## config.mk

```make
export PLATFORM = sky130hd
export DESIGN_NAME = instr_buffer
export DESIGN_NICKNAME = d
export VERILOG_FILES = /design/src/core_pkg.sv /design/src/instr_buffer.sv
export SDC_FILE = /design/constraint.sdc
export NUM_CORES = 1
export LEC_CHECK = 0
export BUFFER_PORTS_ARGS = -buffer_cell sky130_fd_sc_hd__buf_2
export CORE_ASPECT_RATIO = 1.25
export CORE_MARGIN = 2
export CORE_UTILIZATION = 60
export DETAILED_ROUTE_END_ITERATION = 12
export HOLD_SLACK_MARGIN = 0.03
export PLACE_DENSITY = 0.8
export REMOVE_ABC_BUFFERS = 1
export SETUP_SLACK_MARGIN = 0.1
export SLEW_MARGIN = 10
export SYNTH_ARGS = -nofsm -noshare
export SYNTH_HDL_FRONTEND = slang
export SYNTH_SLANG_ARGS = --single-unit
```

## constraint.sdc

```tcl
create_clock -name aclk -period 8.8 [get_ports aclk]
set_input_delay 0.88 -clock aclk [delete_from_list [all_inputs] [get_ports aclk]]
set_output_delay 0.88 -clock aclk [all_outputs]
set_load 0.1 [all_outputs]
```

## src/core_pkg.sv

```systemverilog
`default_nettype none

package core_pkg;

  localparam int xlen = 32;
  localparam int ib_depth = 8;

  typedef logic [4:0] reg_addr_t;

  typedef enum logic [3:0] {
    op_add  = 4'h0,
    op_sub  = 4'h1,
    op_and  = 4'h2,
    op_or   = 4'h3,
    op_xor  = 4'h4,
    op_slt  = 4'h5,
    op_addi = 4'h6,
    op_lui  = 4'h7
  } op_e;

  // register form
  typedef struct packed {
    logic [3:0]  opcode;
    reg_addr_t   rd;
    reg_addr_t   rs1;
    reg_addr_t   rs2;
    logic [12:0] unused;
  } instr_r_t;

  // immediate form
  typedef struct packed {
    logic [3:0]  opcode;
    reg_addr_t   rd;
    reg_addr_t   rs1;
    logic [1:0]  unused;
    logic [15:0] imm16;
  } instr_i_t;

  // rs2 overlaps the top of imm16
  typedef union packed {
    instr_r_t r;
    instr_i_t i;
  } instr_t;

  typedef struct packed {
    logic            valid;
    op_e             op;
    reg_addr_t       rd;
    logic            we;
    logic [xlen-1:0] a;
    logic [xlen-1:0] b;
  } issue_t;

  typedef struct packed {
    logic            valid;
    logic            we;
    reg_addr_t       rd;
    logic [xlen-1:0] data;
  } wb_t;

  typedef struct packed {
    logic            psel;
    logic            penable;
    logic            pwrite;
    logic [11:0]     paddr;
    logic [xlen-1:0] pwdata;
  } apb_req_t;

  typedef struct packed {
    logic            pready;
    logic [xlen-1:0] prdata;
    logic            pslverr;
  } apb_rsp_t;

  localparam logic [11:0] reg_push     = 12'h000;
  localparam logic [11:0] reg_status   = 12'h004;
  localparam logic [11:0] reg_retired  = 12'h008;
  localparam logic [11:0] reg_gpr_base = 12'h080;

endpackage

`default_nettype wire

```

## src/instr_buffer.sv

```systemverilog
`timescale 1ns/100ps
`default_nettype none

module instr_buffer import core_pkg::*; #(
  parameter int depth = ib_depth
) (
  input  logic       aclk,
  input  logic       rst_n,
  input  logic       push_valid,
  input  instr_t     push_instr,
  output instr_t     head0,
  output instr_t     head1,
  output logic [4:0] level,
  output logic       full,
  input  logic [1:0] pop_count
);

  localparam int aw = (depth > 1) ? $clog2(depth) : 1;
  localparam logic [aw:0] depth_w = (aw + 1)'(depth);

  instr_t        mem [depth];
  logic [aw-1:0] wr_ptr;
  logic [aw-1:0] rd_ptr;
  logic          push;

  // wrapping pointer advance for any depth
  function automatic logic [aw-1:0] ptr_add(input logic [aw-1:0] ptr, input logic [1:0] n);
    logic [aw:0] sum;
    sum = (aw + 1)'(ptr) + (aw + 1)'(n);
    if (sum >= depth_w) begin
      sum = sum - depth_w;
    end
    return sum[aw-1:0];
  endfunction

  assign full = (level == 5'(depth));
  assign push = push_valid && !full;

  assign head0 = mem[rd_ptr];
  assign head1 = mem[ptr_add(rd_ptr, 2'd1)];

  always_ff @(posedge aclk) begin
    if (push) begin
      mem[wr_ptr] <= push_instr;
    end
  end

  always_ff @(posedge aclk) begin
    if (!rst_n) begin
      wr_ptr <= '0;
      rd_ptr <= '0;
      level  <= '0;
    end else begin
      if (push) begin
        wr_ptr <= ptr_add(wr_ptr, 2'd1);
      end
      rd_ptr <= ptr_add(rd_ptr, pop_count);
      // push and pop may happen together
      level  <= level + 5'(push) - 5'(pop_count);
    end
  end

endmodule

`default_nettype wire

```

==> qor.txt <==
Adder-cell area share of the yosys netlist: 0.0134
1st-iter DRT viols: 470
Core area: 0.0201 mm^2
Synth unique cells: 30
CTS hold repair buffers: 0
Status: complete, no violations
# nets final: 723
Fin. max-slew vios: 0
Crit start category: flop
Vias per std cell: 6.55
DIE AREA: 0.0217 mm^2
Critical path capture point type: output pin
First-pass DRT Iterations: 5
Total wire length: 25700 um
DR vias: 6316
Fmax: 0.212 GHz
Yosys top cell area share: 0.625
Die H: 164 um
Detail Route Antenna Nets: 0
Mux cell area share after synthesis: 0.301
Top FF cell, synth: edfxtp_1
Yosys reg bits: 267
Rows: 58
Residual DRC: 0
Synthesized area: 0.0123 mm^2
Ys Warns: 0
Switching share of power: 0.397
Simple-Gate Fraction of Synth Area: 0.0116
Hold WC Path Type: flop to flop
Hold violation count in the final report: 0
Met2 wire length: 14000 um
Placement Setup Slack: 4.62 ns
Period Utilization, post-route: 0.537
Top cells by area, synth: edfxtp_1 63%, mux4_2 20%, mux2_2 5.9%
Compound-Gate Fraction of Synth Area: 0.00499
Post-layout instance area: 0.0139 mm^2
Worst slew pin tran: 1.10 ns
First-pass GRT wire length: 38900 um
Critical path arrival: 3.85 ns
DP HPWL: 15400 um
# setup viols final: 0
Share of power burned in the clock network: 0.258
H-tree levels: 1
Max Buffers Root-to-Sink: 3
Post-Synth XOR/XNOR Area: 0.00285
P_int: 2.43 mW
Clock Sink Count: 267
Clock-pin slew on the worst setup and hold paths: 0.06 ns
# IOs: 107
Initial Util: 0.612
RSZ-0062 raised after global routing: false
Layout fillers: 1209
Power Density: 290 mW/mm^2
Worst-Skew Late Latency: 0.52 ns
Layout area overhead: 13.2%
Post-DP Area: 0.0131 mm^2
Gr usage total: 0.240
Seq/Total Area, Yosys: 0.643
Leading area contributor after synthesis: edfxtp_1
Clk_skew: 0.0159 ns
Reg power frac: 0.378
Minimum clock period: 4.73 ns
Met1 Wirelength: 9340 um
Syn Inst Count: 560
Peak VDD IR: 0.000389 V
CP Data Required Time: 7.92 ns
Worst-path fanout max: 69
Post-synth ARST share: 0
Main combinational cell family by area after synthesis: multiplexers
I/O Buffers: 106
Synthesized area per cell: 22.0 um^2
Root buf cell: clkbuf_16
CTS Buf Count: 25
Slew HR: 0.270
P_leak: 4.61 nW
Net Switching: 1.60 mW
Multi-input gate area: 0.00418 mm^2
Setup ws final: 4.07 ns
Max_cap viols: 0
Layout cell share with drive strength beyond 1: 0.498
Post-Route Setup TNS: 0 ns
Vias in the first global route: 6689
Post-synth EDFFs: 256
Initial antenna violation count: 3
Largest net degree at the start of global routing: 70
Register area: 0.00792 mm^2
List of most frequent post-synthesis cells: 256 x edfxtp_1, 108 x mux4_2, 64 x mux2_2, 20 x mux4_1, 15 x buf_2
Met3 Routed Length: 1790 um
Top-count cell post-synth: edfxtp_1
Wire per inst: 26.6 um
Die width: 132 um
Setup Crit Path Kind: flop to output pin
Post CTS Setup Buffer Count: 0
Total gr overflow: 0
Final hold slack: 0.598 ns
Routability cong.: 0.805
Post-cts sizing count: 0
Gate power share: 0.364
Top Layer Used: met5
TritonCTS clock tree: yes
==> layer usage <==
layer	track usage	vias to the layer above
li1	-	2663
met1	0.307	3353
met2	0.425	254
met3	0.0420	42
met4	0.0736	4
met5	0	-
==> final cells by class <==
type / count / area share
multi-input combinational: 248 / 0.300
clock inverter: 20 / 0.0120
timing repair buffer: 122 / 0.0467
clock buffer: 26 / 0.0452
antenna: 1 / 0.000180
tap: 270 / 0.0243
sequential: 267 / 0.569
inverter: 10 / 0.00270
==> registers in the layout, indices dropped and copies added (netlist names) <==
signal  flops
mem       256
level       5
rd_ptr      3
wr_ptr      3
==> metrics by stage <==
stage	std cells	util	power [mW]
floorplan	525	-	2.79
CTS	963	0.693	4.05
finish	964	0.693	4.03
global route	964	0.693	4.15
detailed placement	917	0.653	3.02
global placement	917	0.653	2.99
==> cells in the final DEF (no fill, tap or decap), types with 2 or more instances in the layout <==
cell	Yosys	final
nor2_1	6	3
dfxtp_1	11	8
nand2b_1	4	4
mux2_2	64	64
edfxtp_1	256	256
a21oi_1	4	4
inv_6	0	4
clkinv_2	0	3
mux2i_1	2	2
fa_1	2	2
nand2_1	5	5
clkinvlp_4	0	4
clkinv_1	0	7
buf_2	15	106
nand3_1	3	3
buf_4	0	16
mux4_1	20	20
and2_1	3	3
dfxtp_4	0	2
ha_1	10	9
nor2_4	0	3
xor2_1	3	2
inv_1	10	10
bufinv_16	0	2
clkbuf_16	0	25
o21ai_0	2	2
nor3_2	0	4
mux4_2	108	108
a21o_1	2	2
==> cell families (layout without fill, tap and decap cells) <==
kind of cell    after synthesis  count (layout)
buf+inv                      45             178
mux                         194             194
simple gates                 28              28
compound gates               10              10
other cells                   0               1
xor+xnor                      4               4
fa+ha+maj                    12              12
flops                       267             267
==> power by group through the flow <==
stage	Combinational, mW	Clock (mW)	Sequential, mW
floorplan	1.16	0	1.63
detailed placement	1.47	0	1.55
finish	1.47	1.04	1.52
global route	1.52	1.10	1.53
global placement	1.45	0	1.54
CTS	1.48	1.05	1.52
==> worst max-delay path, stage by stage (launching register included) <==
cell,delay (ns)
dfxtp_4,0.98
buf_4,0.96
mux4_2,0.61
mux2_2,0.32
buf_2,0.30
==> final timing paths <==
path,start,to,slack [ns],cells past startpoint
max,rd_ptr[0],head1[19],4.07,4
min,wr_ptr[2],wr_ptr[2],0.60,2
max reg2reg,rd_ptr[0],rd_ptr[2],5.63,6
min reg2reg,wr_ptr[2],wr_ptr[2],0.60,2
Power figures use the tool's default switching activity.
