`src/core_pkg.sv`:
```
`default_nettype none

package core_pkg;

  localparam int xlen = 32;
  localparam int ib_depth = 8;

  typedef logic [4:0] reg_addr_t;

  typedef enum logic [3:0] {
    op_add  = 4'h0,
    op_sub  = 4'h1,
    op_and  = 4'h2,
    op_or   = 4'h3,
    op_xor  = 4'h4,
    op_slt  = 4'h5,
    op_addi = 4'h6,
    op_lui  = 4'h7
  } op_e;

  // register form
  typedef struct packed {
    logic [3:0]  opcode;
    reg_addr_t   rd;
    reg_addr_t   rs1;
    reg_addr_t   rs2;
    logic [12:0] unused;
  } instr_r_t;

  // immediate form
  typedef struct packed {
    logic [3:0]  opcode;
    reg_addr_t   rd;
    reg_addr_t   rs1;
    logic [1:0]  unused;
    logic [15:0] imm16;
  } instr_i_t;

  // rs2 overlaps the top of imm16
  typedef union packed {
    instr_r_t r;
    instr_i_t i;
  } instr_t;

  typedef struct packed {
    logic            valid;
    op_e             op;
    reg_addr_t       rd;
    logic            we;
    logic [xlen-1:0] a;
    logic [xlen-1:0] b;
  } issue_t;

  typedef struct packed {
    logic            valid;
    logic            we;
    reg_addr_t       rd;
    logic [xlen-1:0] data;
  } wb_t;

  typedef struct packed {
    logic            psel;
    logic            penable;
    logic            pwrite;
    logic [11:0]     paddr;
    logic [xlen-1:0] pwdata;
  } apb_req_t;

  typedef struct packed {
    logic            pready;
    logic [xlen-1:0] prdata;
    logic            pslverr;
  } apb_rsp_t;

  localparam logic [11:0] reg_push     = 12'h000;
  localparam logic [11:0] reg_status   = 12'h004;
  localparam logic [11:0] reg_retired  = 12'h008;
  localparam logic [11:0] reg_gpr_base = 12'h080;

endpackage

`default_nettype wire

```
`src/regfile.sv`:
```
`timescale 1ns/100ps
`default_nettype none

module regfile import core_pkg::*; (
  input  logic            aclk,
  input  logic            rst_n,
  input  reg_addr_t       rs_addr [4],
  output logic [xlen-1:0] rs_data [4],
  input  reg_addr_t       dbg_addr,
  output logic [xlen-1:0] dbg_data,
  input  wb_t             wb [2]
);

  logic [xlen-1:0] regs [32];

  // write-through bypass with the younger lane 1 first
  function automatic logic [xlen-1:0] read_port(input reg_addr_t addr);
    logic [xlen-1:0] data;
    if (addr == '0) begin
      data = '0;
    end else if (wb[1].valid && wb[1].we && wb[1].rd == addr) begin
      data = wb[1].data;
    end else if (wb[0].valid && wb[0].we && wb[0].rd == addr) begin
      data = wb[0].data;
    end else begin
      data = regs[addr];
    end
    return data;
  endfunction

  always_comb begin
    for (int i = 0; i < 4; i++) begin
      rs_data[i] = read_port(rs_addr[i]);
    end
    dbg_data = read_port(dbg_addr);
  end

  always_ff @(posedge aclk) begin
    if (!rst_n) begin
      for (int i = 0; i < 32; i++) begin
        regs[i] <= '0;
      end
    end else begin
      // lane 1 written last so it wins on equal rd
      for (int l = 0; l < 2; l++) begin
        if (wb[l].valid && wb[l].we && wb[l].rd != '0) begin
          regs[wb[l].rd] <= wb[l].data;
        end
      end
    end
  end

endmodule

`default_nettype wire

```
`config.mk`:
```
export PLATFORM = sky130hd
export DESIGN_NAME = regfile
export DESIGN_NICKNAME = d
export VERILOG_FILES = /design/src/core_pkg.sv /design/src/regfile.sv
export SDC_FILE = /design/constraint.sdc
export NUM_CORES = 2
export LEC_CHECK = 0
export ABC_AREA = 0
export BUFFER_PORTS_ARGS = -buffer_cell sky130_fd_sc_hd__clkbuf_2
export CAP_MARGIN = 5
export CORE_ASPECT_RATIO = 0.75
export CORE_MARGIN = 5
export CORE_UTILIZATION = 29
export CTS_CLUSTER_DIAMETER = 120
export DETAILED_ROUTE_END_ITERATION = 7
export MAX_ROUTING_LAYER = met4
export PLACE_DENSITY_LB_ADDON = 0.2
export SLEW_MARGIN = 0
export SYNTH_ARGS = -nofsm -noshare
export SYNTH_HDL_FRONTEND = slang
export SYNTH_SLANG_ARGS = --single-unit
```
`constraint.sdc`:
```
create_clock -name aclk -period 7.9 [get_ports aclk]
set_input_delay 0.395 -clock aclk [delete_from_list [all_inputs] [get_ports aclk]]
set_output_delay 0.395 -clock aclk [all_outputs]
set_load 0.1 [all_outputs]
```
==> impl_metrics.py <==
metrics = {
    "timing": {
        "hold_viol_final": 0,
        "tns_ps": 0,
        "worst_pin_slew_ps": 1510,
        "fin_crit_ps": 5210,
        "finalMaxSlewViolations": 31,
        "setup_viol": 0,
        "slew-limit-headroom_pct": -1.11,
        "clock.fmax_mhz": 192,
        "rsz0062_at_grt": "no",
        "period_share_pct": 66.0,
    },
    "global_route": {
        "grt_max_degree": 93,
        "gr-total-overflow": 0,
        "track_usage_pct": 34.5,
        "grt_pass1_vias": 71700,
        "grt_pass1_wl_mm": 697,
        "antenna_found_initial": 40,
    },
    "worst_setup_path": {
        "critPathArrivalTime_ps": 4820,
        "setup.worst_path.start_class": "input pin",
        "path_max_fanout": 24,
        "worstPathCellList": "clkbuf_2 -> nand3b_1 -> buf_4 -> o221ai_1 -> a211oi_1 -> nor4_1 -> a221o_1 -> clkbuf_2",
        "cp-end-kind": "output pin",
        "slowest_stage": "nor4_1",
        "critPathRequiredTime_ps": 7510,
        "cpPeakStageDelay_ps": 1180,
        "cpMostUsedCell": "clkbuf_2",
        "criticalPathCategory": "input pin to output pin",
    },
    "logic_synthesis": {
        "netlist_instances": 6371,
        "synth.area.mux_share_pct": 34.9,
        "synth_xor_area_share_pct": 0.470,
        "ys.warnings.count": 0,
        "synth_top_area_share_pct": 35.9,
        "synth_top_family_by_area": "multiplexers",
        "ys_ff_latch": 1024,
        "yosys.area.top_type": "edfxtp_1",
        "yosysSeqAreaShare_pct": 35.9,
        "synth_edf_count": 1024,
        "syn_area_per_cell_um2": 13.5,
        "synthSimpleGateAreaFrac_pct": 3.05,
        "netlist_area_um2": 85800,
        "synthTopCellsByArea": "edfxtp_1, mux4_2, a22o_1, mux2i_1, clkbuf_1",
        "ys_types": 62,
        "synthAdderAreaFrac_pct": 0,
        "async_flop_share_pct": 0,
        "synthFlopType": "edfxtp_1",
        "synth_compound_area_share_pct": 20.5,
    },
    "pwr": {
        "switchingPower_mw": 6.88,
        "netSwitchingFraction_pct": 37.4,
        "p_int_mw": 11.5,
        "max-vdd-ir-drop_mv": 0.168,
        "p_leak_nw": 32.3,
        "seq_power_share_pct": 36.4,
        "p_comb_share_pct": 29.1,
        "clockPowerShare_pct": 34.5,
        "power.density_nw_per_um2": 193,
    },
    "placement": {
        "hpwl_mm": 327,
        "gp_congestion": 0.991,
        "io_buffers": 264,
        "placed_cell_area_um2": 91200,
    },
    "final_layout": {
        "fin_area_um2": 95700,
        "final_cell_mix": "a22o_1, edfxtp_1, mux4_2",
        "layout_commonest_cell": "a22o_1",
        "syn2layout_area_growth_pct": 11.5,
        "regMostFlops": "regs",
        "final_core_utilization_pct": 32.6,
        "largest_register_ffs": 1024,
        "top_regs": "regs x1024",
        "nets": 6203,
        "drive_above_1_share_pct": 31.4,
    },
    "floorplan": {
        "die_h_um": 481,
        "start_util_pct": 29.2,
        "dieArea_um2": 307000,
        "fp.dieW_um": 638,
        "core_um2": 294000,
        "fp-row-count": 172,
        "boundaryPins": 265,
    },
    "routing": {
        "post_drt_via_cell_ratio": 7.72,
        "vias": 78500,
        "routedWlPerCell_um": 52.7,
        "antenna_left": 0,
        "routed_wl_mm": 536,
        "remaining_drc_errors": 0,
        "drt_iter0_markers": 15500,
        "first_pass_iters": 7,
    },
    "cts": {
        "tritoncts": "yes",
        "root_buffer": "clkbuf_16",
        "cts_buffers": 142,
        "cts.clk_slew.worst_paths_ps": 70,
        "clockBufferDepth": 4,
        "htreeDepth": 4,
        "postCtsSetupRepairBufs": 0,
        "clock-sinks": 1024,
        "cts_resized": 0,
        "ctsHoldBuffers": 0,
    },
    "job": {
        "cap_violations": 2,
    },
    "hold_path": {
        "hp-class": "input pin to register",
        "hold_depth": 3,
    },
    "outcome": {
        "status": "complete, but fails checks",
        "violations": "max-capacitance violations, max-slew violations",
    },
}
through the flow:
stage / hold WS [ps] / setup WS [ps] / power (mW) / instances
after floorplan: 826 / 4170 / 10.0 / 6402
after global placement: 1100 / 2540 / 11.9 / 9865
after detailed placement: 1100 / 2930 / 11.9 / 9868
after CTS: 195 / 2920 / 18.2 / 10100
after global routing: 267 / 2850 / 18.6 / 10100
final: 247 / 2690 / 18.4 / 10200
worst paths after layout:
kind	from	to
setup / recovery	rs_addr[17]	rs_data[108]
hold / removal	rst_n	regs[12][19]
cell type report:
| type | count | area (um^2) |
|---|---|---|
| well taps | 3915 | 4900 |
| inverters | 18 | 70.1 |
| diodes | 58 | 145 |
| clock buffers | 168 | 3710 |
| repair buffers | 582 | 4160 |
| clock inverters | 73 | 571 |
| flip-flops and latches | 1024 | 30700 |
| multi-input cells | 4330 | 51300 |
| fillers | 28800 | 198000 |
routing by layer:
layer / share of wire (%) / GRT usage [%]
met4: 8.2 / 22.9
met2: 40 / 45.0
met1: 36 / 42.3
met3: 16 / 15.5
met5: 0 / -
cell usage after synthesis, drive strengths merged (16+ instances only):
master     n
a22o    1119
edfxtp  1024
mux4     966
clkbuf   654
mux2i    597
buf      376
o221ai   220
mux2     192
a211oi   189
a221o    160
nor4     130
a221oi   119
nand2    106
nor2      76
o211a     61
a21oi     44
nand3b    42
a22oi     39
and2      36
o22ai     31
o21ai     30
xnor2     27
xor2      19
nor3b     16
cells by family after synthesis:
group                  after synthesis
AO/OA/AOI/OAI                     2030
multiplexers                      1755
buffers and inverters             1048
flip-flops                        1024
AND/OR/NAND/NOR                    467
XOR/XNOR                            46
other                                1
power by group through the flow:
stage                     clock (mW)  combinational [mW]  sequential (mW)
final                           6.36                5.35             6.70
after global routing            6.57                5.32             6.73
after CTS                       6.35                5.15             6.67
after detailed placement           0                5.14             6.78
after global placement             0                5.14             6.75
after floorplan                    0                3.40             6.64
critical path: cells and delay by family:
kind | cells | cell delay [ps]
buffers and inverters | 3 | 1600
AOI/OAI and AO/OA | 3 | 670
and+or+nand+nor | 2 | 2030
Note: power is estimated with default switching activity, not from simulation.
