===== src/core_pkg.sv =====
`default_nettype none

package core_pkg;

  localparam int xlen = 32;
  localparam int ib_depth = 8;

  typedef logic [4:0] reg_addr_t;

  typedef enum logic [3:0] {
    op_add  = 4'h0,
    op_sub  = 4'h1,
    op_and  = 4'h2,
    op_or   = 4'h3,
    op_xor  = 4'h4,
    op_slt  = 4'h5,
    op_addi = 4'h6,
    op_lui  = 4'h7
  } op_e;

  // register form
  typedef struct packed {
    logic [3:0]  opcode;
    reg_addr_t   rd;
    reg_addr_t   rs1;
    reg_addr_t   rs2;
    logic [12:0] unused;
  } instr_r_t;

  // immediate form
  typedef struct packed {
    logic [3:0]  opcode;
    reg_addr_t   rd;
    reg_addr_t   rs1;
    logic [1:0]  unused;
    logic [15:0] imm16;
  } instr_i_t;

  // rs2 overlaps the top of imm16
  typedef union packed {
    instr_r_t r;
    instr_i_t i;
  } instr_t;

  typedef struct packed {
    logic            valid;
    op_e             op;
    reg_addr_t       rd;
    logic            we;
    logic [xlen-1:0] a;
    logic [xlen-1:0] b;
  } issue_t;

  typedef struct packed {
    logic            valid;
    logic            we;
    reg_addr_t       rd;
    logic [xlen-1:0] data;
  } wb_t;

  typedef struct packed {
    logic            psel;
    logic            penable;
    logic            pwrite;
    logic [11:0]     paddr;
    logic [xlen-1:0] pwdata;
  } apb_req_t;

  typedef struct packed {
    logic            pready;
    logic [xlen-1:0] prdata;
    logic            pslverr;
  } apb_rsp_t;

  localparam logic [11:0] reg_push     = 12'h000;
  localparam logic [11:0] reg_status   = 12'h004;
  localparam logic [11:0] reg_retired  = 12'h008;
  localparam logic [11:0] reg_gpr_base = 12'h080;

endpackage

`default_nettype wire


===== src/core_regs.sv =====
`timescale 1ns/100ps
`default_nettype none

module core_regs import core_pkg::*; (
  input  logic            aclk,
  input  logic            rst_n,
  input  apb_req_t        apb_req,
  output apb_rsp_t        apb_rsp,
  output logic            push_valid,
  output instr_t          push_instr,
  input  logic            buf_full,
  input  logic [4:0]      buf_level,
  input  logic            core_busy,
  input  wb_t             wb [2],
  output reg_addr_t       dbg_addr,
  input  logic [xlen-1:0] dbg_data
);

  logic            access;
  logic            hit_push;
  logic            hit_status;
  logic            hit_retired;
  logic            hit_gpr;
  logic            mapped;
  logic            ro_write;
  logic            push_wr;
  logic [xlen-1:0] status;
  logic [xlen-1:0] retired;

  assign access = apb_req.psel && apb_req.penable;

  // address decode
  assign hit_push    = (apb_req.paddr == reg_push);
  assign hit_status  = (apb_req.paddr == reg_status);
  assign hit_retired = (apb_req.paddr == reg_retired);
  assign hit_gpr     = (apb_req.paddr[11:7] == reg_gpr_base[11:7]) &&
                       (apb_req.paddr[1:0] == 2'b00);
  assign mapped      = hit_push || hit_status || hit_retired || hit_gpr;
  assign ro_write    = apb_req.pwrite && (hit_status || hit_retired || hit_gpr);

  assign push_wr    = access && apb_req.pwrite && hit_push;
  assign push_valid = push_wr && !buf_full;
  assign push_instr = instr_t'(apb_req.pwdata);

  // register window goes straight to the debug port
  assign dbg_addr = apb_req.paddr[6:2];

  assign status = {23'b0, core_busy, 3'b0, buf_level};

  always_comb begin
    // wait states only while a push finds the buffer full
    apb_rsp.pready  = !(push_wr && buf_full);
    apb_rsp.pslverr = access && (!mapped || ro_write);
    apb_rsp.prdata  = '0;
    if (access && !apb_req.pwrite) begin
      if (hit_status) begin
        apb_rsp.prdata = status;
      end else if (hit_retired) begin
        apb_rsp.prdata = retired;
      end else if (hit_gpr) begin
        apb_rsp.prdata = dbg_data;
      end
    end
  end

  // up to two retirements per cycle
  always_ff @(posedge aclk) begin
    if (!rst_n) begin
      retired <= '0;
    end else begin
      retired <= retired + xlen'(wb[0].valid) + xlen'(wb[1].valid);
    end
  end

endmodule

`default_nettype wire


===== config.mk =====
export PLATFORM = sky130hd
export DESIGN_NAME = core_regs
export DESIGN_NICKNAME = d
export VERILOG_FILES = /design/src/core_pkg.sv /design/src/core_regs.sv
export SDC_FILE = /design/constraint.sdc
export NUM_CORES = 1
export LEC_CHECK = 0
export BUFFER_PORTS_ARGS = -buffer_cell sky130_fd_sc_hd__buf_2
export CORE_AREA = 2 2 92 94
export CTS_CLUSTER_DIAMETER = 200
export CTS_CLUSTER_SIZE = 12
export DETAILED_ROUTE_END_ITERATION = 7
export DIE_AREA = 0 0 94 96
export GPL_TIMING_DRIVEN = 0
export PLACE_DENSITY = 0.68
export SLEW_MARGIN = 20
export SYNTH_ARGS = -nofsm -noshare
export SYNTH_HDL_FRONTEND = slang
export SYNTH_SLANG_ARGS = --single-unit

===== constraint.sdc =====
create_clock -name aclk -period 2.7 [get_ports aclk]
set_input_delay 0.27 -clock aclk [delete_from_list [all_inputs] [get_ports aclk]]
set_output_delay 0.27 -clock aclk [all_outputs]
set_load 0.01 [all_outputs]

==> run metrics <==
status=completed; Post-synth EDFFs=0; CP required=2.88 ns; hold_sp=rst_n; layout cell share with drive strength beyond 1=44.94%; Mapped Avg Cell Area=8.128 um2; achievable frequency=406.9 MHz; Max transition margin=60.01%; xor and xnor area share after synthesis=8.917%; CTS tree=yes; initial antenna violation count=0; Largest register FFs=32; Post-synth ARST share=0%; RSZ-0062 raised after global routing=no; routed wire length=6649 um; GRT Total Usage=13.61%; main combinational cell family by area after synthesis=simple AND/OR/NAND/NOR gates; crit path time final=2.458 ns; Fill cells=822; area leader, netlist=dfxtp_1; DRT Pass-1 Iters=4; Hold Violations, Final=0; final core occ=40.28%; diode count=0; Worst Tran Pin Value=0.5949 ns; Critical Path Slowest Stage Cell=or4_4; largest net degree at the start of global routing=11; FF/Latch Area=640.6 um2; setup_tns=0 ns; adder and majority gate portion of the synthesized area=1.805%; Final Max Slew Viols=0; Largest regs=retired x32; via count=2489; die height=96 um; CP arrival=2.63 ns; Crit path largest cell delay=0.57 ns; Vias/cell=4.696; simple-gate portion of the synthesized area=29.88%; multi-input logic area=0.001354 mm2; Layout area overhead=37.58%; cts bufs inserted=5; worst skew pair latency=0.28 ns; first-pass GRT wire length=9811 um; Hold Crit Class=input port to flip-flop; skew final=0.003808 ns; drt drc=0; full die area=0.009024 mm2; Post-CTS Resized=0; Netlist Area Pre-Place=0.002357 mm2; Final ANT Viol Nets=0; LEAKAGE=1.429 nW; multiplexer share of the synthesized area=0%; ys flop type=dfxtp_1; flops & latches, synth=32; Worst Setup SP=retired[0]; vias in the first global route=2144; register area share after synthesis=27.18%; CP Capture Type=flip-flop; die width=94 um; commonest non-fill, non-tap cell in the layout=buf_2; MaxCap Viol Count=0; CP Max Fanout=4; Ys Warns=0; clk root buf=clkbuf_8; CORE AREA=0.008051 mm2; top-area cell type share of the netlist area=27.18%; Netlist cell types=39; Post-CTS Setup Inserts=0; Finish-stage setup viols=0; grt total ovfl=0; top cells by area, synth=dfxtp_1 27%, buf_4 12%, a22oi_1 10%; startpoint type of the worst setup path=flip-flop; most frequent CP cell=inv_1; CTS clk-pin slew, worst paths=0.06 ns; CP cell instances=inv_1 > fa_1 > inv_1 > ha_1 > nand2_1 > or4_4 > nor4_1 > xor2_1 > and2_1; FP Rows=33; clk buf depth=2; worst r2r src=retired[0]; Setup CP Type=flip-flop to flip-flop; Initial Util=29.28%; power per standard cell area=326.7 mW/mm2; RD Place Congestion=0.7752; Final HPWL DP=5281 um; routed len/inst=12.55 um; commonest cells after routing, fill and taps aside=132 x buf_2, 38 x buf_4, 32 x a22oi_1, 32 x dfxtp_1, 31 x nor2_1; H-tree levels=2; Synth Area in Compound Gates=16.08%; post-synthesis cell count=290; Final nets=593; hold_buf cts=0; clock sink count=32; most flop-heavy register=retired; Starting DRT DRC Count=101; VDD IR max=0.1792 mV; Buffers on Ports=128; Tcrit/Tclk final=91.03%; syn_nets=458; # IOs=238
[worst paths after layout]
path | end | slack, ns | cells past startpoint
min reg2reg | retired[31] | 0.51 | 2
min | retired[29] | 0.28 | 2
max reg2reg | retired[26] | 0.24 | 9
max | retired[26] | 0.24 | 9
[report_power, final]
group	total [W]	internal, W	leakage [nW]	switching (W)
registers	0.000486	0.000479	0.258	0.00000661
clock network	0.000397	0.000227	0.0503	0.000170
logic	0.000177	0.000102	1.12	0.0000759
total	0.00106	0.000807	1.43	0.000252
[final cells by class]
cell class / count / share of cell area [%]
multi-input cells: 200 / 41.74
flip-flops and latches: 32 / 19.75
repair buffers: 128 / 19.75
plain buffers: 48 / 10.57
well taps: 105 / 4.051
clock buffers: 7 / 2.971
inverters: 10 / 1.157
[per-layer routing]
| metal | vias up | global-route usage [%] | wire, um |
|---|---|---|---|
| li1 | 1260 | - | - |
| met1 | 1134 | 16.97 | 2848 |
| met2 | 91 | 23.69 | 3339 |
| met3 | 4 | 2.976 | 422 |
| met4 | 0 | 3.865 | 39 |
| met5 | - | 0 | 0 |
[cells in the mapped netlist, types with 2 or more instances]
library cell  count
xnor2_1          18
nor4_1            3
buf_4            38
or4_4             2
inv_1            10
and2_1           22
nor2b_1           5
and3_1            2
nor4_2            2
dfxtp_1          32
buf_6             2
a21boi_1          2
clkbuf_1          4
o21ai_0           6
xor2_1            6
nor3_2            2
nand4_1          12
nand2_1          11
or3_1             5
nor2_1           31
o2bb2ai_1         6
a22oi_1          32
nand3_1          13
a21boi_0          4
and4_1            3
buf_2             4
[worst max-delay path: cells and delay by family (launching register included)]
kind	cells	cell delay, ns
XOR/XNOR	1	0.10
adder cells (fa/ha/maj)	2	0.57
buffers and inverters	2	0.13
flip-flops	1	0.34
AND/OR/NAND/NOR	4	1.21
[stage by stage]
stage	worst slack, ns	total power (W)	cell area [um2]	std cells	hold WS, ns
2_1_floorplan	0.4624	0.0005896	2357	290	0.4231
4_1_cts	0.07514	0.001076	3226	530	0.2749
3_3_place_gp	0.06579	0.0006700	3129	523	0.4831
5_1_grt	0.05335	0.001113	3243	530	0.2825
6_report	0.2422	0.001060	3243	530	0.2840
3_5_place_dp	0.05902	0.0006740	3129	523	0.4959
[logic make-up (layout without fill, tap and decap cells)]
group	Yosys count	in the layout
compound gates	52	52
flops	32	32
xor+xnor	24	24
simple gates	121	121
buf+inv	58	193
fa+ha+maj	3	3
No activity file was read; power rests on OpenSTA's default activity.
