## src/core_pkg.sv

```systemverilog
`default_nettype none

package core_pkg;

  localparam int xlen = 32;
  localparam int ib_depth = 8;

  typedef logic [4:0] reg_addr_t;

  typedef enum logic [3:0] {
    op_add  = 4'h0,
    op_sub  = 4'h1,
    op_and  = 4'h2,
    op_or   = 4'h3,
    op_xor  = 4'h4,
    op_slt  = 4'h5,
    op_addi = 4'h6,
    op_lui  = 4'h7
  } op_e;

  // register form
  typedef struct packed {
    logic [3:0]  opcode;
    reg_addr_t   rd;
    reg_addr_t   rs1;
    reg_addr_t   rs2;
    logic [12:0] unused;
  } instr_r_t;

  // immediate form
  typedef struct packed {
    logic [3:0]  opcode;
    reg_addr_t   rd;
    reg_addr_t   rs1;
    logic [1:0]  unused;
    logic [15:0] imm16;
  } instr_i_t;

  // rs2 overlaps the top of imm16
  typedef union packed {
    instr_r_t r;
    instr_i_t i;
  } instr_t;

  typedef struct packed {
    logic            valid;
    op_e             op;
    reg_addr_t       rd;
    logic            we;
    logic [xlen-1:0] a;
    logic [xlen-1:0] b;
  } issue_t;

  typedef struct packed {
    logic            valid;
    logic            we;
    reg_addr_t       rd;
    logic [xlen-1:0] data;
  } wb_t;

  typedef struct packed {
    logic            psel;
    logic            penable;
    logic            pwrite;
    logic [11:0]     paddr;
    logic [xlen-1:0] pwdata;
  } apb_req_t;

  typedef struct packed {
    logic            pready;
    logic [xlen-1:0] prdata;
    logic            pslverr;
  } apb_rsp_t;

  localparam logic [11:0] reg_push     = 12'h000;
  localparam logic [11:0] reg_status   = 12'h004;
  localparam logic [11:0] reg_retired  = 12'h008;
  localparam logic [11:0] reg_gpr_base = 12'h080;

endpackage

`default_nettype wire

```

## src/issue_stage.sv

```systemverilog
`timescale 1ns/100ps
`default_nettype none

module issue_stage import core_pkg::*; (
  input  logic            aclk,
  input  logic            rst_n,
  input  instr_t          head0,
  input  instr_t          head1,
  input  logic [4:0]      level,
  output logic [1:0]      pop_count,
  output reg_addr_t       rs_addr [4],
  input  logic [xlen-1:0] rs_data [4],
  output issue_t          slot [2],
  input  wb_t             wb [2],
  input  logic            busy_in,
  output logic            busy
);

  typedef struct packed {
    logic use_rs1;
    logic use_rs2;
    logic we;
  } dec_t;

  dec_t dec0;
  dec_t dec1;
  logic haz0;
  logic haz1;
  logic raw01;
  logic issue0;
  logic issue1;

  function automatic dec_t decode(input instr_t ins);
    dec_t d;
    d = '0;
    case (ins.r.opcode)
      op_add, op_sub, op_and, op_or, op_xor, op_slt: begin
        d.use_rs1 = 1'b1;
        d.use_rs2 = 1'b1;
        d.we      = 1'b1;
      end
      op_addi: begin
        d.use_rs1 = 1'b1;
        d.we      = 1'b1;
      end
      op_lui: d.we = 1'b1;
      // undefined opcodes read and write nothing
      default: d = '0;
    endcase
    if (ins.r.rd == '0) begin
      d.we = 1'b0;
    end
    return d;
  endfunction

  function automatic logic reads_reg(input instr_t ins, input dec_t d, input reg_addr_t r);
    return (d.use_rs1 && ins.r.rs1 == r) || (d.use_rs2 && ins.r.rs2 == r);
  endfunction

  // result still in the execute register and not yet bypassed
  function automatic logic blocked(input instr_t ins, input dec_t d);
    logic hit;
    hit = 1'b0;
    for (int i = 0; i < 2; i++) begin
      if (slot[i].valid && slot[i].we && reads_reg(ins, d, slot[i].rd)) begin
        hit = 1'b1;
      end
    end
    return hit;
  endfunction

  function automatic issue_t build(input logic v, input instr_t ins, input dec_t d,
                                   input logic [xlen-1:0] a, input logic [xlen-1:0] b);
    issue_t s;
    s.valid = v;
    s.op    = op_e'(ins.r.opcode);
    s.rd    = ins.r.rd;
    s.we    = d.we;
    s.a     = a;
    case (ins.r.opcode)
      op_addi: s.b = {{(xlen - 16){ins.i.imm16[15]}}, ins.i.imm16};
      op_lui:  s.b = {ins.i.imm16, 16'h0000};
      default: s.b = b;
    endcase
    return s;
  endfunction

  always_comb begin
    dec0   = decode(head0);
    dec1   = decode(head1);
    haz0   = blocked(head0, dec0);
    haz1   = blocked(head1, dec1);
    raw01  = dec0.we && reads_reg(head1, dec1, head0.r.rd);
    issue0 = (level != '0) && !haz0;
    issue1 = issue0 && (level >= 5'd2) && !haz1 && !raw01;
  end

  assign pop_count = issue1 ? 2'd2 : (issue0 ? 2'd1 : 2'd0);

  assign rs_addr[0] = head0.r.rs1;
  assign rs_addr[1] = head0.r.rs2;
  assign rs_addr[2] = head1.r.rs1;
  assign rs_addr[3] = head1.r.rs2;

  always_ff @(posedge aclk) begin
    slot[0] <= build(issue0, head0, dec0, rs_data[0], rs_data[1]);
    slot[1] <= build(issue1, head1, dec1, rs_data[2], rs_data[3]);
    if (!rst_n) begin
      slot[0].valid <= 1'b0;
      slot[1].valid <= 1'b0;
    end
  end

  assign busy = busy_in || slot[0].valid || slot[1].valid || wb[0].valid || wb[1].valid;

endmodule

`default_nettype wire

```

## config.mk

```make
export PLATFORM = sky130hd
export DESIGN_NAME = issue_stage
export DESIGN_NICKNAME = d
export VERILOG_FILES = /design/src/core_pkg.sv /design/src/issue_stage.sv
export SDC_FILE = /design/constraint.sdc
export NUM_CORES = 1
export LEC_CHECK = 0
export ABC_AREA = 1
export BUFFER_PORTS_ARGS = -buffer_cell sky130_fd_sc_hd__buf_2
export CORE_AREA = 2 2 173 175
export DETAILED_ROUTE_END_ITERATION = 16
export DIE_AREA = 0 0 175 177
export PLACE_DENSITY = 0.53
export SKIP_LAST_GASP = 1
export SYNTH_ARGS = -nofsm -noshare
export SYNTH_HDL_FRONTEND = slang
export SYNTH_SLANG_ARGS = --single-unit
```

## constraint.sdc

```tcl
create_clock -name aclk -period 1.25 [get_ports aclk]
set_clock_uncertainty 0.05 [all_clocks]
set_input_delay 0.125 -clock aclk [delete_from_list [all_inputs] [get_ports aclk]]
set_output_delay 0.125 -clock aclk [all_outputs]
set_load 0.05 [all_outputs]
```

==> flow_metrics.py <==
metrics = {
    "clock_network": {
        "clock-sinks": 150,
        "cts_tree": "done",
        "cts-root-buf": "clkbuf_16",
        "clock_latency_ns": 0.42,
        "clockBufferDepth": 2,
        "htree_levels": 4,
        "cts_buffers": 17,
        "clkTransAtPathRegs_ns": 0.07,
    },
    "setup_path": {
        "crit_start": "slot[65]",
        "cp.required_ns": 1.08,
        "reg2reg_to": "slot[74]",
        "cp.arrival_ns": 1.72,
        "r2r_setup_slack_ns": -0.06,
        "crit_type": "reg -> out",
        "cp_max_fo": 6,
        "end_kind": "primary output",
        "r2r_cells": 9,
        "r2r-start": "slot[140]",
        "worst_setup_path_start_kind": "flip-flop",
    },
    "power_and_ir_drop": {
        "cellLeakagePower_nw": 5.37,
        "ir_worst_vdd_mv": 0.755,
        "power-per-cell-area_nw_per_um2": 1330,
        "power_mw": 13.7,
    },
    "route": {
        "via_per_inst": 3.83,
        "drc": 0,
        "dr_total_vias": 6111,
        "drt_iter0_markers": 222,
        "routed_wl_um": 22600,
        "ant_nets": 0,
        "wl_per_cell_um": 14.2,
        "dr.pass1.iters": 4,
    },
    "sta": {
        "maxSlewHeadroom_pct": 71.7,
        "tightest_slew_ns": 0.424,
        "min_period_over_period_pct": 151,
        "rsz0062_at_grt": "true",
        "post-route-min-period_ns": 1.89,
        "tns_ns": -1.69,
        "slew_violations": 0,
        "fin_ws_ns": -0.642,
        "fin_hold_ws_ns": 0.0446,
        "fmax_ghz": 0.529,
        "finalSetupViolCount": 9,
        "hold_violations": 0,
    },
    "cells_and_area": {
        "drive_gt1_share_pct": 43.1,
        "regMostFlops": "slot",
        "largest_reg_flops": 150,
        "nets": 1468,
        "reg_top3": "slot x150",
        "final_util_pct": 35.2,
        "syn_to_final_growth_pct": 102,
        "design_area_um2": 10300,
        "fin_cells": 1594,
    },
    "logic_synthesis": {
        "synth.cell_area_um2": 5090,
        "yosys.area.top_type": "dfxtp_1",
        "synthCells": 604,
        "synth_warnings": 0,
        "netlist_top_cells_area": "dfxtp_1 (59%), nand2_1 (16%), inv_1 (4.9%), o211ai_1 (4.4%), buf_4 (3.1%)",
        "synth_cell_types": 23,
        "synth.yosys.seq_area_share_pct": 59.0,
        "yosysTopAreaCellShare_pct": 59.0,
        "avgSynthCellArea_um2": 8.43,
        "synth-seq-cells": 150,
        "synthesis.nets": 882,
    },
    "hold_path": {
        "hold_path_depth": 5,
        "hp-start": "head0[28]",
        "min_to": "slot[83]",
        "min_path_type": "in -> reg",
    },
    "floorplanning": {
        "fp.dieW_um": 175,
        "rows": 63,
        "io_pins": 451,
        "die_h_um": 177,
        "core_area_um2": 29200,
        "start_util_pct": 17.4,
        "die-area_um2": 31000,
    },
    "job": {
        "maxCapViolCount": 0,
    },
    "global_routing": {
        "antenna_found_initial": 1,
        "grt_pass1_wl_um": 33500,
        "grt_overflow_total": 0,
        "track_usage_pct": 14.1,
        "grt_max_degree": 34,
        "grt_pass1_vias": 6266,
    },
    "placement": {
        "place_congestion": 0.909,
        "io_buffer_count": 374,
        "dp_hpwl_um": 16100,
        "post-place-cells": 1380,
        "pre_cts_slack_ns": -0.359,
        "place_area_um2": 7660,
    },
    "outcome": {
        "failed_checks": "setup timing",
        "status": "complete, but fails checks",
    },
}
cells in the mapped netlist:
master	n
nor2_1	31
nand2_2	2
o21ai_0	16
o21ai_1	12
nor4_1	1
nand4_1	2
nand3_1	13
buf_6	2
xor2_1	5
o211ai_1	30
o21ai_2	10
a21oi_1	6
nor2_4	2
inv_1	67
nand2_1	213
or4_1	1
clkbuf_1	4
dfxtp_1	150
buf_2	6
inv_2	8
nor2_2	1
nor3_1	1
buf_4	21
report_power, final:
| part | switching [mW] | leakage [nW] | internal, mW | total, mW |
|---|---|---|---|---|
| logic | 2.03 | 3.81 | 1.17 | 3.20 |
| clock network | 2.53 | 0.292 | 2.72 | 5.25 |
| registers | 0.117 | 1.27 | 5.08 | 5.20 |
layout by cell type, fill, tap and decap left out, drive strengths merged:
cell and instances:
or4 1, clkinv 7, nor2 34, clkbuf 21
diode 1, nor4 1, dfxtp 150, o211ai 30
nand3 13, a21oi 6, o21ai 38, dlygate4sd3 174
clkinvlp 1, nand4 2, nand2 215, xor2 5
buf 422, inv 82, nor3 1
cell type report:
class                      instances  area, µm²
fill                            2999      18900
timing repair buffer             600       4210
sequential                       150       3040
multi-input combinational        346       1640
tap                              390        488
clock buffer                      17        425
inverter                          75        302
clock inverter                    15        180
antenna                            1       2.50
how the worst max path moves through the flow:
stage                   end  cells after the start
4_1_cts        pop_count[1]                     10
3_5_place_dp   pop_count[0]                     11
5_1_grt        pop_count[0]                     11
2_1_floorplan  pop_count[0]                     10
6_report       pop_count[0]                     11
3_3_place_gp   pop_count[0]                     11
metal layers:
layer / GRT usage [%] / wire, µm / vias to the layer above
li1: - / - / 3047
met1: 15.9 / 9230 / 2752
met2: 25.0 / 11300 / 275
met3: 3.46 / 1380 / 37
met4: 6.49 / 616 / 0
met5: 0 / 0 / -
kinds of logic after synthesis:
family	after synthesis	synth area share, %
xor gates and xnor gates	5	0.860
buffers and inverters	108	9.96
DFF	150	59.0
AOI/OAI and AO/OA	74	9.49
and+or+nand+nor	267	20.7
critical path, cell delays in order, from the launching register on:
cell	delay [ns]
dfxtp_4	0.42
inv_4	0.05
nand2_1	0.05
nand2_1	0.06
nor2_1	0.10
nand3_1	0.07
nand2_1	0.08
nand2_1	0.06
nand2_2	0.10
nor2_2	0.06
nor2_4	0.11
buf_8	0.15
repair_timing:
action / in CTS / in global routing
pin swaps: 11 / 10
resized for setup: 55 / 28
hold buffers: 174 / 0
setup buffers: 3 / 6
setup endpoints to repair: 22 / 25
hold endpoints to repair: 150 / 0
(Power assumes the default switching activity.)
