File: src/core_pkg.sv
`default_nettype none

package core_pkg;

  localparam int xlen = 32;
  localparam int ib_depth = 8;

  typedef logic [4:0] reg_addr_t;

  typedef enum logic [3:0] {
    op_add  = 4'h0,
    op_sub  = 4'h1,
    op_and  = 4'h2,
    op_or   = 4'h3,
    op_xor  = 4'h4,
    op_slt  = 4'h5,
    op_addi = 4'h6,
    op_lui  = 4'h7
  } op_e;

  // register form
  typedef struct packed {
    logic [3:0]  opcode;
    reg_addr_t   rd;
    reg_addr_t   rs1;
    reg_addr_t   rs2;
    logic [12:0] unused;
  } instr_r_t;

  // immediate form
  typedef struct packed {
    logic [3:0]  opcode;
    reg_addr_t   rd;
    reg_addr_t   rs1;
    logic [1:0]  unused;
    logic [15:0] imm16;
  } instr_i_t;

  // rs2 overlaps the top of imm16
  typedef union packed {
    instr_r_t r;
    instr_i_t i;
  } instr_t;

  typedef struct packed {
    logic            valid;
    op_e             op;
    reg_addr_t       rd;
    logic            we;
    logic [xlen-1:0] a;
    logic [xlen-1:0] b;
  } issue_t;

  typedef struct packed {
    logic            valid;
    logic            we;
    reg_addr_t       rd;
    logic [xlen-1:0] data;
  } wb_t;

  typedef struct packed {
    logic            psel;
    logic            penable;
    logic            pwrite;
    logic [11:0]     paddr;
    logic [xlen-1:0] pwdata;
  } apb_req_t;

  typedef struct packed {
    logic            pready;
    logic [xlen-1:0] prdata;
    logic            pslverr;
  } apb_rsp_t;

  localparam logic [11:0] reg_push     = 12'h000;
  localparam logic [11:0] reg_status   = 12'h004;
  localparam logic [11:0] reg_retired  = 12'h008;
  localparam logic [11:0] reg_gpr_base = 12'h080;

endpackage

`default_nettype wire

File: src/exec_stage.sv
`timescale 1ns/100ps
`default_nettype none

module exec_stage import core_pkg::*; (
  input  logic   aclk,
  input  logic   rst_n,
  input  issue_t slot [2],
  output wb_t    wb [2]
);

  function automatic logic [xlen-1:0] alu(input issue_t s);
    logic [xlen-1:0] res;
    case (s.op)
      op_add, op_addi: begin
        res = s.a + s.b;
      end
      op_sub: begin
        res = s.a - s.b;
      end
      op_and: begin
        res = s.a & s.b;
      end
      op_or: begin
        res = s.a | s.b;
      end
      op_xor: begin
        res = s.a ^ s.b;
      end
      op_slt: begin
        res = {{(xlen - 1){1'b0}}, $signed(s.a) < $signed(s.b)};
      end
      // operand b already holds the shifted immediate
      op_lui: begin
        res = s.b;
      end
      default: begin
        res = '0;
      end
    endcase
    return res;
  endfunction

  for (genvar i = 0; i < 2; i++) begin : g_lane
    logic [xlen-1:0] result;

    assign result = alu(slot[i]);

    always_ff @(posedge aclk) begin
      wb[i] <= '{
        valid: slot[i].valid,
        we:    slot[i].we,
        rd:    slot[i].rd,
        data:  result
      };
      if (!rst_n) begin
        wb[i].valid <= 1'b0;
      end
    end
  end

endmodule

`default_nettype wire

File: config.mk
export PLATFORM = sky130hd
export DESIGN_NAME = exec_stage
export DESIGN_NICKNAME = d
export VERILOG_FILES = /design/src/core_pkg.sv /design/src/exec_stage.sv
export SDC_FILE = /design/constraint.sdc
export NUM_CORES = 1
export LEC_CHECK = 0
export BUFFER_PORTS_ARGS = -buffer_cell sky130_fd_sc_hd__buf_2
export CAP_MARGIN = 15
export CORE_UTILIZATION = 30
export CTS_CLUSTER_SIZE = 24
export DETAILED_ROUTE_END_ITERATION = 12
export SLEW_MARGIN = 0
export SYNTH_ARGS = -nofsm -noshare
export SYNTH_HDL_FRONTEND = slang
export SYNTH_SLANG_ARGS = --single-unit
File: constraint.sdc
create_clock -name aclk -period 3.79 [get_ports aclk]
set_input_delay 0.379 -clock aclk [delete_from_list [all_inputs] [get_ports aclk]]
set_output_delay 0.379 -clock aclk [all_outputs]
set_load 0.1 [all_outputs]
==> impl_results.html, run 1 <==
<table>
<tr><th>Metric</th><th>Value</th></tr>
<tr><th colspan="2">Detailed routing</th></tr>
<tr><td>Final wirelength</td><td>46.0 mm</td></tr>
<tr><td>Number of design-rule violations left by the first detailed-router iteration</td><td>1127</td></tr>
<tr><td>Pre-Repair DR Iteration Count</td><td>5</td></tr>
<tr><td>Detail Route Antenna Nets</td><td>0</td></tr>
<tr><td>Post-detailed-route via-to-cell ratio</td><td>between 5 and 6</td></tr>
<tr><td>Drc violations</td><td>0</td></tr>
<tr><td>Total via count in the routed design</td><td>~13k</td></tr>
<tr><td>Average detailed-routed wire length per instance</td><td>19.5 um</td></tr>
<tr><th colspan="2">Global route</th></tr>
<tr><td>Maximum number of pins on one net before global-route repair</td><td>33</td></tr>
<tr><td>Overall fraction of global-route tracks in use</td><td>0.225</td></tr>
<tr><td>Global-route wire length before repair</td><td>about 72 mm</td></tr>
<tr><td>Congestion Overflow GR</td><td>0</td></tr>
<tr><td>Via count of the first global-routing pass</td><td>13.0k</td></tr>
<tr><td>Number of antenna violations at the first check in global routing</td><td>1</td></tr>
<tr><th colspan="2">Hold path</th></tr>
<tr><td>Hold worst-path end</td><td>wb[72]</td></tr>
<tr><td>Cell count of the worst hold path</td><td>1</td></tr>
<tr><td>HP Start</td><td>slot[141]</td></tr>
<tr><td>Worst Hold Class</td><td>input port to flip-flop</td></tr>
<tr><th colspan="2">Synth</th></tr>
<tr><td>Proportion of register bits with asynchronous set or reset after synthesis</td><td>0</td></tr>
<tr><td>Commonest cells post-synth</td><td>sky130_fd_sc_hd__ha_1 (214), sky130_fd_sc_hd__inv_1 (180), sky130_fd_sc_hd__nor2_1 (170)</td></tr>
<tr><td>Number of warnings issued by yosys</td><td>0</td></tr>
<tr><td>Average instance area after synthesis</td><td>7.26 um2</td></tr>
<tr><td>Number of register bits inferred by synthesis</td><td>78</td></tr>
<tr><td>Prevailing post-synth register cell</td><td>sky130_fd_sc_hd__dfxtp_1</td></tr>
<tr><td>Cell with the most instances after synthesis</td><td>sky130_fd_sc_hd__ha_1</td></tr>
<tr><td>Mapped cell area</td><td>0.0118 mm2</td></tr>
<tr><td>EDFF count, synth</td><td>0</td></tr>
<tr><td>Post-synth cell types</td><td>83</td></tr>
<tr><td>Fraction of the yosys area taken by sequential cells</td><td>0.132</td></tr>
<tr><td>Mapped Cells</td><td>between 1.5k and 2k</td></tr>
<tr><td>Synth top area cells</td><td>sky130_fd_sc_hd__ha_1 (23%), sky130_fd_sc_hd__dfxtp_1 (13%), sky130_fd_sc_hd__a21oi_1 (6.1%)</td></tr>
<tr><td>Top cell type's share of synthesized area</td><td>0.227</td></tr>
<tr><td>Total nets after synthesis</td><td>1997</td></tr>
<tr><td>Cell type contributing the most total cell area after synthesis</td><td>sky130_fd_sc_hd__ha_1</td></tr>
<tr><th colspan="2">Final layout</th></tr>
<tr><td>Fraction of final layout cells with drive strength greater than 1</td><td>0.189</td></tr>
<tr><td>Registers with the most flip-flops</td><td>wb (78)</td></tr>
<tr><td>Final design utilization</td><td>0.364</td></tr>
<tr><td>Growth of design area from synthesis to finish</td><td>19.4%</td></tr>
<tr><td>Register bank with the most flops</td><td>wb</td></tr>
<tr><td>Antenna diode instance count</td><td>0</td></tr>
<tr><td>Total Nets Final</td><td>around 2.2k</td></tr>
<tr><td>Max FFs per register</td><td>78</td></tr>
<tr><th colspan="2">Setup path</th></tr>
<tr><td>Highest fanout seen on the critical path</td><td>6</td></tr>
<tr><td>Top cell family by delay on the critical path</td><td>compound AO/OA/AOI/OAI gates</td></tr>
<tr><td>Slowest cell on the critical path</td><td>sky130_fd_sc_hd__a221o_1</td></tr>
<tr><td>Data arrival at the endpoint of the critical path</td><td>roughly 3.6 ns</td></tr>
<tr><td>Highest cell delay on the worst timing path</td><td>around 0.46 ns</td></tr>
<tr><td>Combined buffer and inverter count along the critical path</td><td>3</td></tr>
<tr><td>Nature of the critical path startpoint</td><td>input port</td></tr>
<tr><td>CP endpoint kind</td><td>flip-flop</td></tr>
<tr><td>Crit Path Category</td><td>input port to flip-flop</td></tr>
<tr><td>Required time at the endpoint of the critical path</td><td>4.06 ns</td></tr>
<tr><td>CP Cell Sequence</td><td>buf_2, inv_1, ha_1, a21o_1, a21oi_1, o2111ai_1, a221o_1, a211oi_1, o21ai_0, a21oi_1, buf_4, o21bai_1, xnor2_1, o21ai_0</td></tr>
<tr><th colspan="2">STA</th></tr>
<tr><td>Finish-stage setup viols</td><td>0</td></tr>
<tr><td>Final count of hold timing violations</td><td>0</td></tr>
<tr><td>Final critical-path required period</td><td>3.36 ns</td></tr>
<tr><td>Period utilisation layout</td><td>0.885</td></tr>
<tr><td>Final-report max-slew violation count</td><td>0</td></tr>
<tr><td>Worst-case headroom to the max-slew limit</td><td>0.417</td></tr>
<tr><td>Slew @ Worst Pin</td><td>around 0.88 ns</td></tr>
<tr><td>Worst Setup Slack, final</td><td>0.435 ns</td></tr>
<tr><td>RSZ-0062 raised after global routing</td><td>false</td></tr>
<tr><td>Maximum frequency from static timing analysis</td><td>0.298 GHz</td></tr>
<tr><td>Total Neg Setup Slack</td><td>0 ns</td></tr>
<tr><th colspan="2">Clock network</th></tr>
<tr><td>Buffer type at the clock tree root</td><td>sky130_fd_sc_hd__clkbuf_16</td></tr>
<tr><td>Post CTS Setup Buffer Count</td><td>0</td></tr>
<tr><td>Number of buffers on the longest clock path</td><td>2</td></tr>
<tr><td>Number of buffers created by CTS</td><td>9</td></tr>
<tr><td>Post_cts resized</td><td>0</td></tr>
<tr><td>Total clock sinks</td><td>78</td></tr>
<tr><td>CTS Hold Buffers Added</td><td>0</td></tr>
<tr><td>Clock-pin slew reported for the worst setup and hold paths after clock tree synthesis</td><td>0.07 ns</td></tr>
<tr><td>Max H-tree Level</td><td>3</td></tr>
<tr><td>CTS tree</td><td>yes</td></tr>
<tr><th colspan="2">Run status</th></tr>
<tr><td>Outcome</td><td>finished clean</td></tr>
<tr><th colspan="2">Power and ir drop</th></tr>
<tr><td>Total power divided by cell area</td><td>about 330 mW/mm2</td></tr>
<tr><td>Max IR drop VDD</td><td>~0.00023 V</td></tr>
<tr><td>Lkg Pwr</td><td>0.00687 uW</td></tr>
<tr><th colspan="2">Floorplan</th></tr>
<tr><td>Floorplan die area</td><td>0.0402 mm2</td></tr>
<tr><td>Width of the die</td><td>200 um</td></tr>
<tr><td>I/O Pins</td><td>between 200 and 250</td></tr>
<tr><td>Vertical die dimension</td><td>200 um</td></tr>
<tr><td>Standard-cell rows</td><td>72</td></tr>
<tr><td>Starting utilization of the core area</td><td>0.305</td></tr>
<tr><td>Core region area</td><td>roughly 0.039 mm2</td></tr>
<tr><th colspan="2">Placed design</th></tr>
<tr><td>Half-perimeter wire length after placement</td><td>35.2 mm</td></tr>
<tr><td>Post-placement worst setup slack</td><td>~0.064 ns</td></tr>
<tr><td>RePlAce Congestion</td><td>0.915</td></tr>
<tr><td>Input/output buffers</td><td>~230</td></tr>
<tr><th colspan="2">Run</th></tr>
<tr><td>Max Cap Viol</td><td>0</td></tr>
</table>
==> worst max-delay path by stage <==
stage,start,to,cells past startpoint
finish,slot[76],wb[64],14
global route,slot[0],wb[28],13
CTS,slot[75],wb[67],13
detailed placement,slot[75],wb[67],13
global placement,slot[75],wb[67],13
floorplan,slot[75],wb[67],12
==> logic make-up (layout without fill, tap and decap cells) <==
logic type	after synthesis	count (layout)	synth area share
AOI/OAI and AO/OA	623	623	0.368
and+or+nand+nor	418	418	0.167
buffers and inverters	276	494	0.0886
adders and majority gates	218	218	0.233
DFF	78	78	0.132
xor gates and xnor gates	11	11	0.00816
muxes	3	3	0.00265
==> area by class of cell <==
class                           count  area (um2)
Fill cell                        4140       24600
Multi-Input combinational cell   1273        9230
Timing Repair Buffer              297        1660
Sequential cell                    78        1560
Inverter                          181         679
Tap cell                          518         648
Clock buffer                       10         239
Clock inverter                      6        92.6
==> placed cells by master, fill, tap and decap left out, drive strengths merged, types with 18 or more instances in the layout <==
| cell type | instances |
|---|---|
| ha | 214 |
| nor2 | 170 |
| nand3 | 27 |
| a21o | 33 |
| inv | 182 |
| a21oi | 148 |
| a211oi | 18 |
| o211ai | 41 |
| o21bai | 27 |
| a22oi | 32 |
| nor3 | 19 |
| a221oi | 51 |
| nand2b | 19 |
| o21ai | 100 |
| dfxtp | 78 |
| buf | 297 |
| nand2 | 86 |
==> where the power goes <==
part	switching, uW	leakage, uW	internal (uW)
Combinational	1870	0.00606	704
Clock	466	0.000156	600
Sequential	33.4	0.000653	931
==> layer usage <==
layer	global-route usage	routed length [um]	vias up
met5	0	0	-
met4	0.0862	855	0
li1	-	-	6353
met3	0.0370	3410	57
met2	0.373	21800	629
met1	0.291	20000	6380
==> stage by stage <==
stage               hold slack, ns  std cells  cell area, um2  total power [uW]
floorplan                    0.407       1627           11800              2840
global placement             0.481       2347           13800              3510
detailed placement           0.483       2347           13800              3530
CTS                         0.0495       2363           14100              4640
global route                0.0606       2363           14100              4860
finish                      0.0864       2363           14100              4610
(Power assumes the default switching activity.)
==> run 2: changes to the inputs <==
- CORE_UTILIZATION: 30 -> 45
- PLACE_DENSITY: unset -> 0.67
- SLEW_MARGIN: 0 -> unset
==> run 2 against run 1 <==
Non-clock buffer count down 22. Via count decreased by 1.4%. Critical path type unchanged. Design area is 3.0% lower. Global-route usage up 7.7 points. Sequential power is essentially flat. Die area decreased by 33%. Largest cell class unchanged. Highest routed layer unchanged. Critical path depth shrank 1.
==> impl_results.html, run 2 (same netlist as run 1, synthesis figures left out) <==
<table>
<tr><th>Metric</th><th>Value</th></tr>
<tr><th colspan="2">Run</th></tr>
<tr><td>Max Cap Viol</td><td>0</td></tr>
<tr><th colspan="2">STA</th></tr>
<tr><td>Maximum frequency from static timing analysis</td><td>~0.29 GHz</td></tr>
<tr><td>RSZ-0062 raised after global routing</td><td>false</td></tr>
<tr><td>Finish-stage setup viols</td><td>0</td></tr>
<tr><td>Final-report max-slew violation count</td><td>0</td></tr>
<tr><td>Slew @ Worst Pin</td><td>0.989 ns</td></tr>
<tr><td>Total Neg Setup Slack</td><td>0 ns</td></tr>
<tr><td>Period utilisation layout</td><td>0.896</td></tr>
<tr><td>Worst-case headroom to the max-slew limit</td><td>0.339</td></tr>
<tr><td>Final critical-path required period</td><td>3.40 ns</td></tr>
<tr><td>Final count of hold timing violations</td><td>0</td></tr>
<tr><th colspan="2">Power and ir drop</th></tr>
<tr><td>Overall power of the completed layout</td><td>approximately 4400 uW</td></tr>
<tr><td>Lkg Pwr</td><td>0.00676 uW</td></tr>
<tr><td>Total power divided by cell area</td><td>322 mW/mm2</td></tr>
<tr><td>Max IR drop VDD</td><td>0.000290 V</td></tr>
<tr><th colspan="2">Setup path</th></tr>
<tr><td>CP endpoint kind</td><td>flip-flop</td></tr>
<tr><td>Highest cell delay on the worst timing path</td><td>0.43 ns</td></tr>
<tr><td>Data arrival at the endpoint of the critical path</td><td>3.64 ns</td></tr>
<tr><td>Path length in cells of the critical path</td><td>13</td></tr>
<tr><td>CP Cell Sequence</td><td>buf_2, ha_1, fa_1, a21oi_2, o211ai_2, nor4b_4, or3_4, o211a_4, a21o_1, a221o_1, a211o_1, mux2_2, a22o_1</td></tr>
<tr><td>Highest fanout seen on the critical path</td><td>5</td></tr>
<tr><td>Slowest cell on the critical path</td><td>sky130_fd_sc_hd__fa_1</td></tr>
<tr><td>Crit Path Category</td><td>input port to flip-flop</td></tr>
<tr><td>Required time at the endpoint of the critical path</td><td>around 4.0 ns</td></tr>
<tr><td>Nature of the critical path startpoint</td><td>input port</td></tr>
<tr><td>Setup crit start</td><td>slot[75]</td></tr>
<tr><td>Top cell family by delay on the critical path</td><td>compound AO/OA/AOI/OAI gates</td></tr>
<tr><td>Combined buffer and inverter count along the critical path</td><td>1</td></tr>
<tr><th colspan="2">Placed design</th></tr>
<tr><td>Input/output buffers</td><td>229</td></tr>
<tr><td>RePlAce Congestion</td><td>0.989</td></tr>
<tr><td>Half-perimeter wire length after placement</td><td>31.5 mm</td></tr>
<tr><td>Post-placement cell count</td><td>2137</td></tr>
<tr><th colspan="2">Clock network</th></tr>
<tr><td>Buffer type at the clock tree root</td><td>sky130_fd_sc_hd__clkbuf_16</td></tr>
<tr><td>Number of buffers on the longest clock path</td><td>2</td></tr>
<tr><td>Number of buffers created by CTS</td><td>9</td></tr>
<tr><td>Post CTS Setup Buffer Count</td><td>0</td></tr>
<tr><td>Post_cts resized</td><td>0</td></tr>
<tr><td>Clock-pin slew reported for the worst setup and hold paths after clock tree synthesis</td><td>0.08 ns</td></tr>
<tr><td>CTS Hold Buffers Added</td><td>0</td></tr>
<tr><td>Max H-tree Level</td><td>3</td></tr>
<tr><td>CTS tree</td><td>yes</td></tr>
<tr><td>Total clock sinks</td><td>78</td></tr>
<tr><th colspan="2">Hold path</th></tr>
<tr><td>Worst Hold Class</td><td>input port to flip-flop</td></tr>
<tr><td>HP Start</td><td>slot[68]</td></tr>
<tr><td>Cell count of the worst hold path</td><td>1</td></tr>
<tr><th colspan="2">Detailed routing</th></tr>
<tr><td>Average detailed-routed wire length per instance</td><td>19.2 um</td></tr>
<tr><td>Final wirelength</td><td>41.4 mm</td></tr>
<tr><td>Pre-Repair DR Iteration Count</td><td>6</td></tr>
<tr><td>Detail Route Antenna Nets</td><td>0</td></tr>
<tr><td>Drc violations</td><td>0</td></tr>
<tr><td>Number of design-rule violations left by the first detailed-router iteration</td><td>1129</td></tr>
<tr><td>Post-detailed-route via-to-cell ratio</td><td>~6.1</td></tr>
<tr><td>Total via count in the routed design</td><td>13.2k</td></tr>
<tr><th colspan="2">Final layout</th></tr>
<tr><td>Post-route insts no fill</td><td>between 2k and 2.5k</td></tr>
<tr><td>Growth of design area from synthesis to finish</td><td>15.8%</td></tr>
<tr><td>Total Nets Final</td><td>about 2.2k</td></tr>
<tr><td>Max FFs per register</td><td>78</td></tr>
<tr><td>Fraction of final layout cells with drive strength greater than 1</td><td>0.179</td></tr>
<tr><td>Register bank with the most flops</td><td>wb</td></tr>
<tr><td>Registers with the most flip-flops</td><td>wb (78)</td></tr>
<tr><td>Most frequent cells in the layout</td><td>sky130_fd_sc_hd__buf_2 (229), sky130_fd_sc_hd__ha_1 (214), sky130_fd_sc_hd__inv_1 (180), sky130_fd_sc_hd__nor2_1 (167), sky130_fd_sc_hd__a21oi_1 (145)</td></tr>
<tr><td>Leading cell type in the layout, fill and taps excluded</td><td>sky130_fd_sc_hd__buf_2</td></tr>
<tr><th colspan="2">Floorplan</th></tr>
<tr><td>Width of the die</td><td>164 um</td></tr>
<tr><td>I/O Pins</td><td>230</td></tr>
<tr><td>Starting utilization of the core area</td><td>0.464</td></tr>
<tr><td>Vertical die dimension</td><td>164 um</td></tr>
<tr><td>Core region area</td><td>0.0255 mm2</td></tr>
<tr><td>Floorplan die area</td><td>0.0269 mm2</td></tr>
<tr><td>Standard-cell rows</td><td>58</td></tr>
<tr><th colspan="2">Run status</th></tr>
<tr><td>Outcome</td><td>finished clean</td></tr>
<tr><th colspan="2">Global route</th></tr>
<tr><td>Maximum number of pins on one net before global-route repair</td><td>33</td></tr>
<tr><td>Via count of the first global-routing pass</td><td>12.4k</td></tr>
<tr><td>Overall fraction of global-route tracks in use</td><td>0.302</td></tr>
<tr><td>Congestion Overflow GR</td><td>0</td></tr>
<tr><td>Global-route wire length before repair</td><td>64.1 mm</td></tr>
<tr><td>Number of antenna violations at the first check in global routing</td><td>5</td></tr>
</table>
==> run 2: final cells by class <==
type	count	area, um2
Fill cell	2506	11800
Multi-Input combinational cell	1273	9230
Sequential cell	78	1560
Timing Repair Buffer	275	1490
Inverter	181	679
Tap cell	330	413
Clock buffer	9	225
Clock inverter	7	68.8
Antenna cell	5	12.5
==> run 2: through the flow <==
stage	instance area [um2]	setup slack [ns]	util	hold slack (ns)
3_3_place_gp	13400	0.110	0.525	0.481
6_report	13700	0.394	0.537	0.108
2_1_floorplan	11800	0.392	-	0.407
5_1_grt	13700	0.272	0.537	0.0944
3_5_place_dp	13400	0.0644	0.525	0.483
4_1_cts	13700	0.436	0.537	0.0961
==> run 2: report_power, final <==
group	internal [uW]	leakage, uW	switching, uW
logic	678	0.00596	1830
clock network	469	0.000147	464
registers	930	0.000653	36.8
total	2080	0.00676	2330
==> run 2: path summary, 6_finish.rpt <==
check	to
max	wb[67]
min	wb[35]
==> run 2: routing by layer <==
metal | up-vias | wire [um] | GRT usage | share of wire
met4 | 0 | 1420 | 0.120 | 0.034
met2 | 614 | 19700 | 0.521 | 0.48
met5 | - | 0 | 0 | 0
met3 | 90 | 3100 | 0.0376 | 0.075
li1 | 6327 | - | - | -
met1 | 6202 | 17100 | 0.379 | 0.41
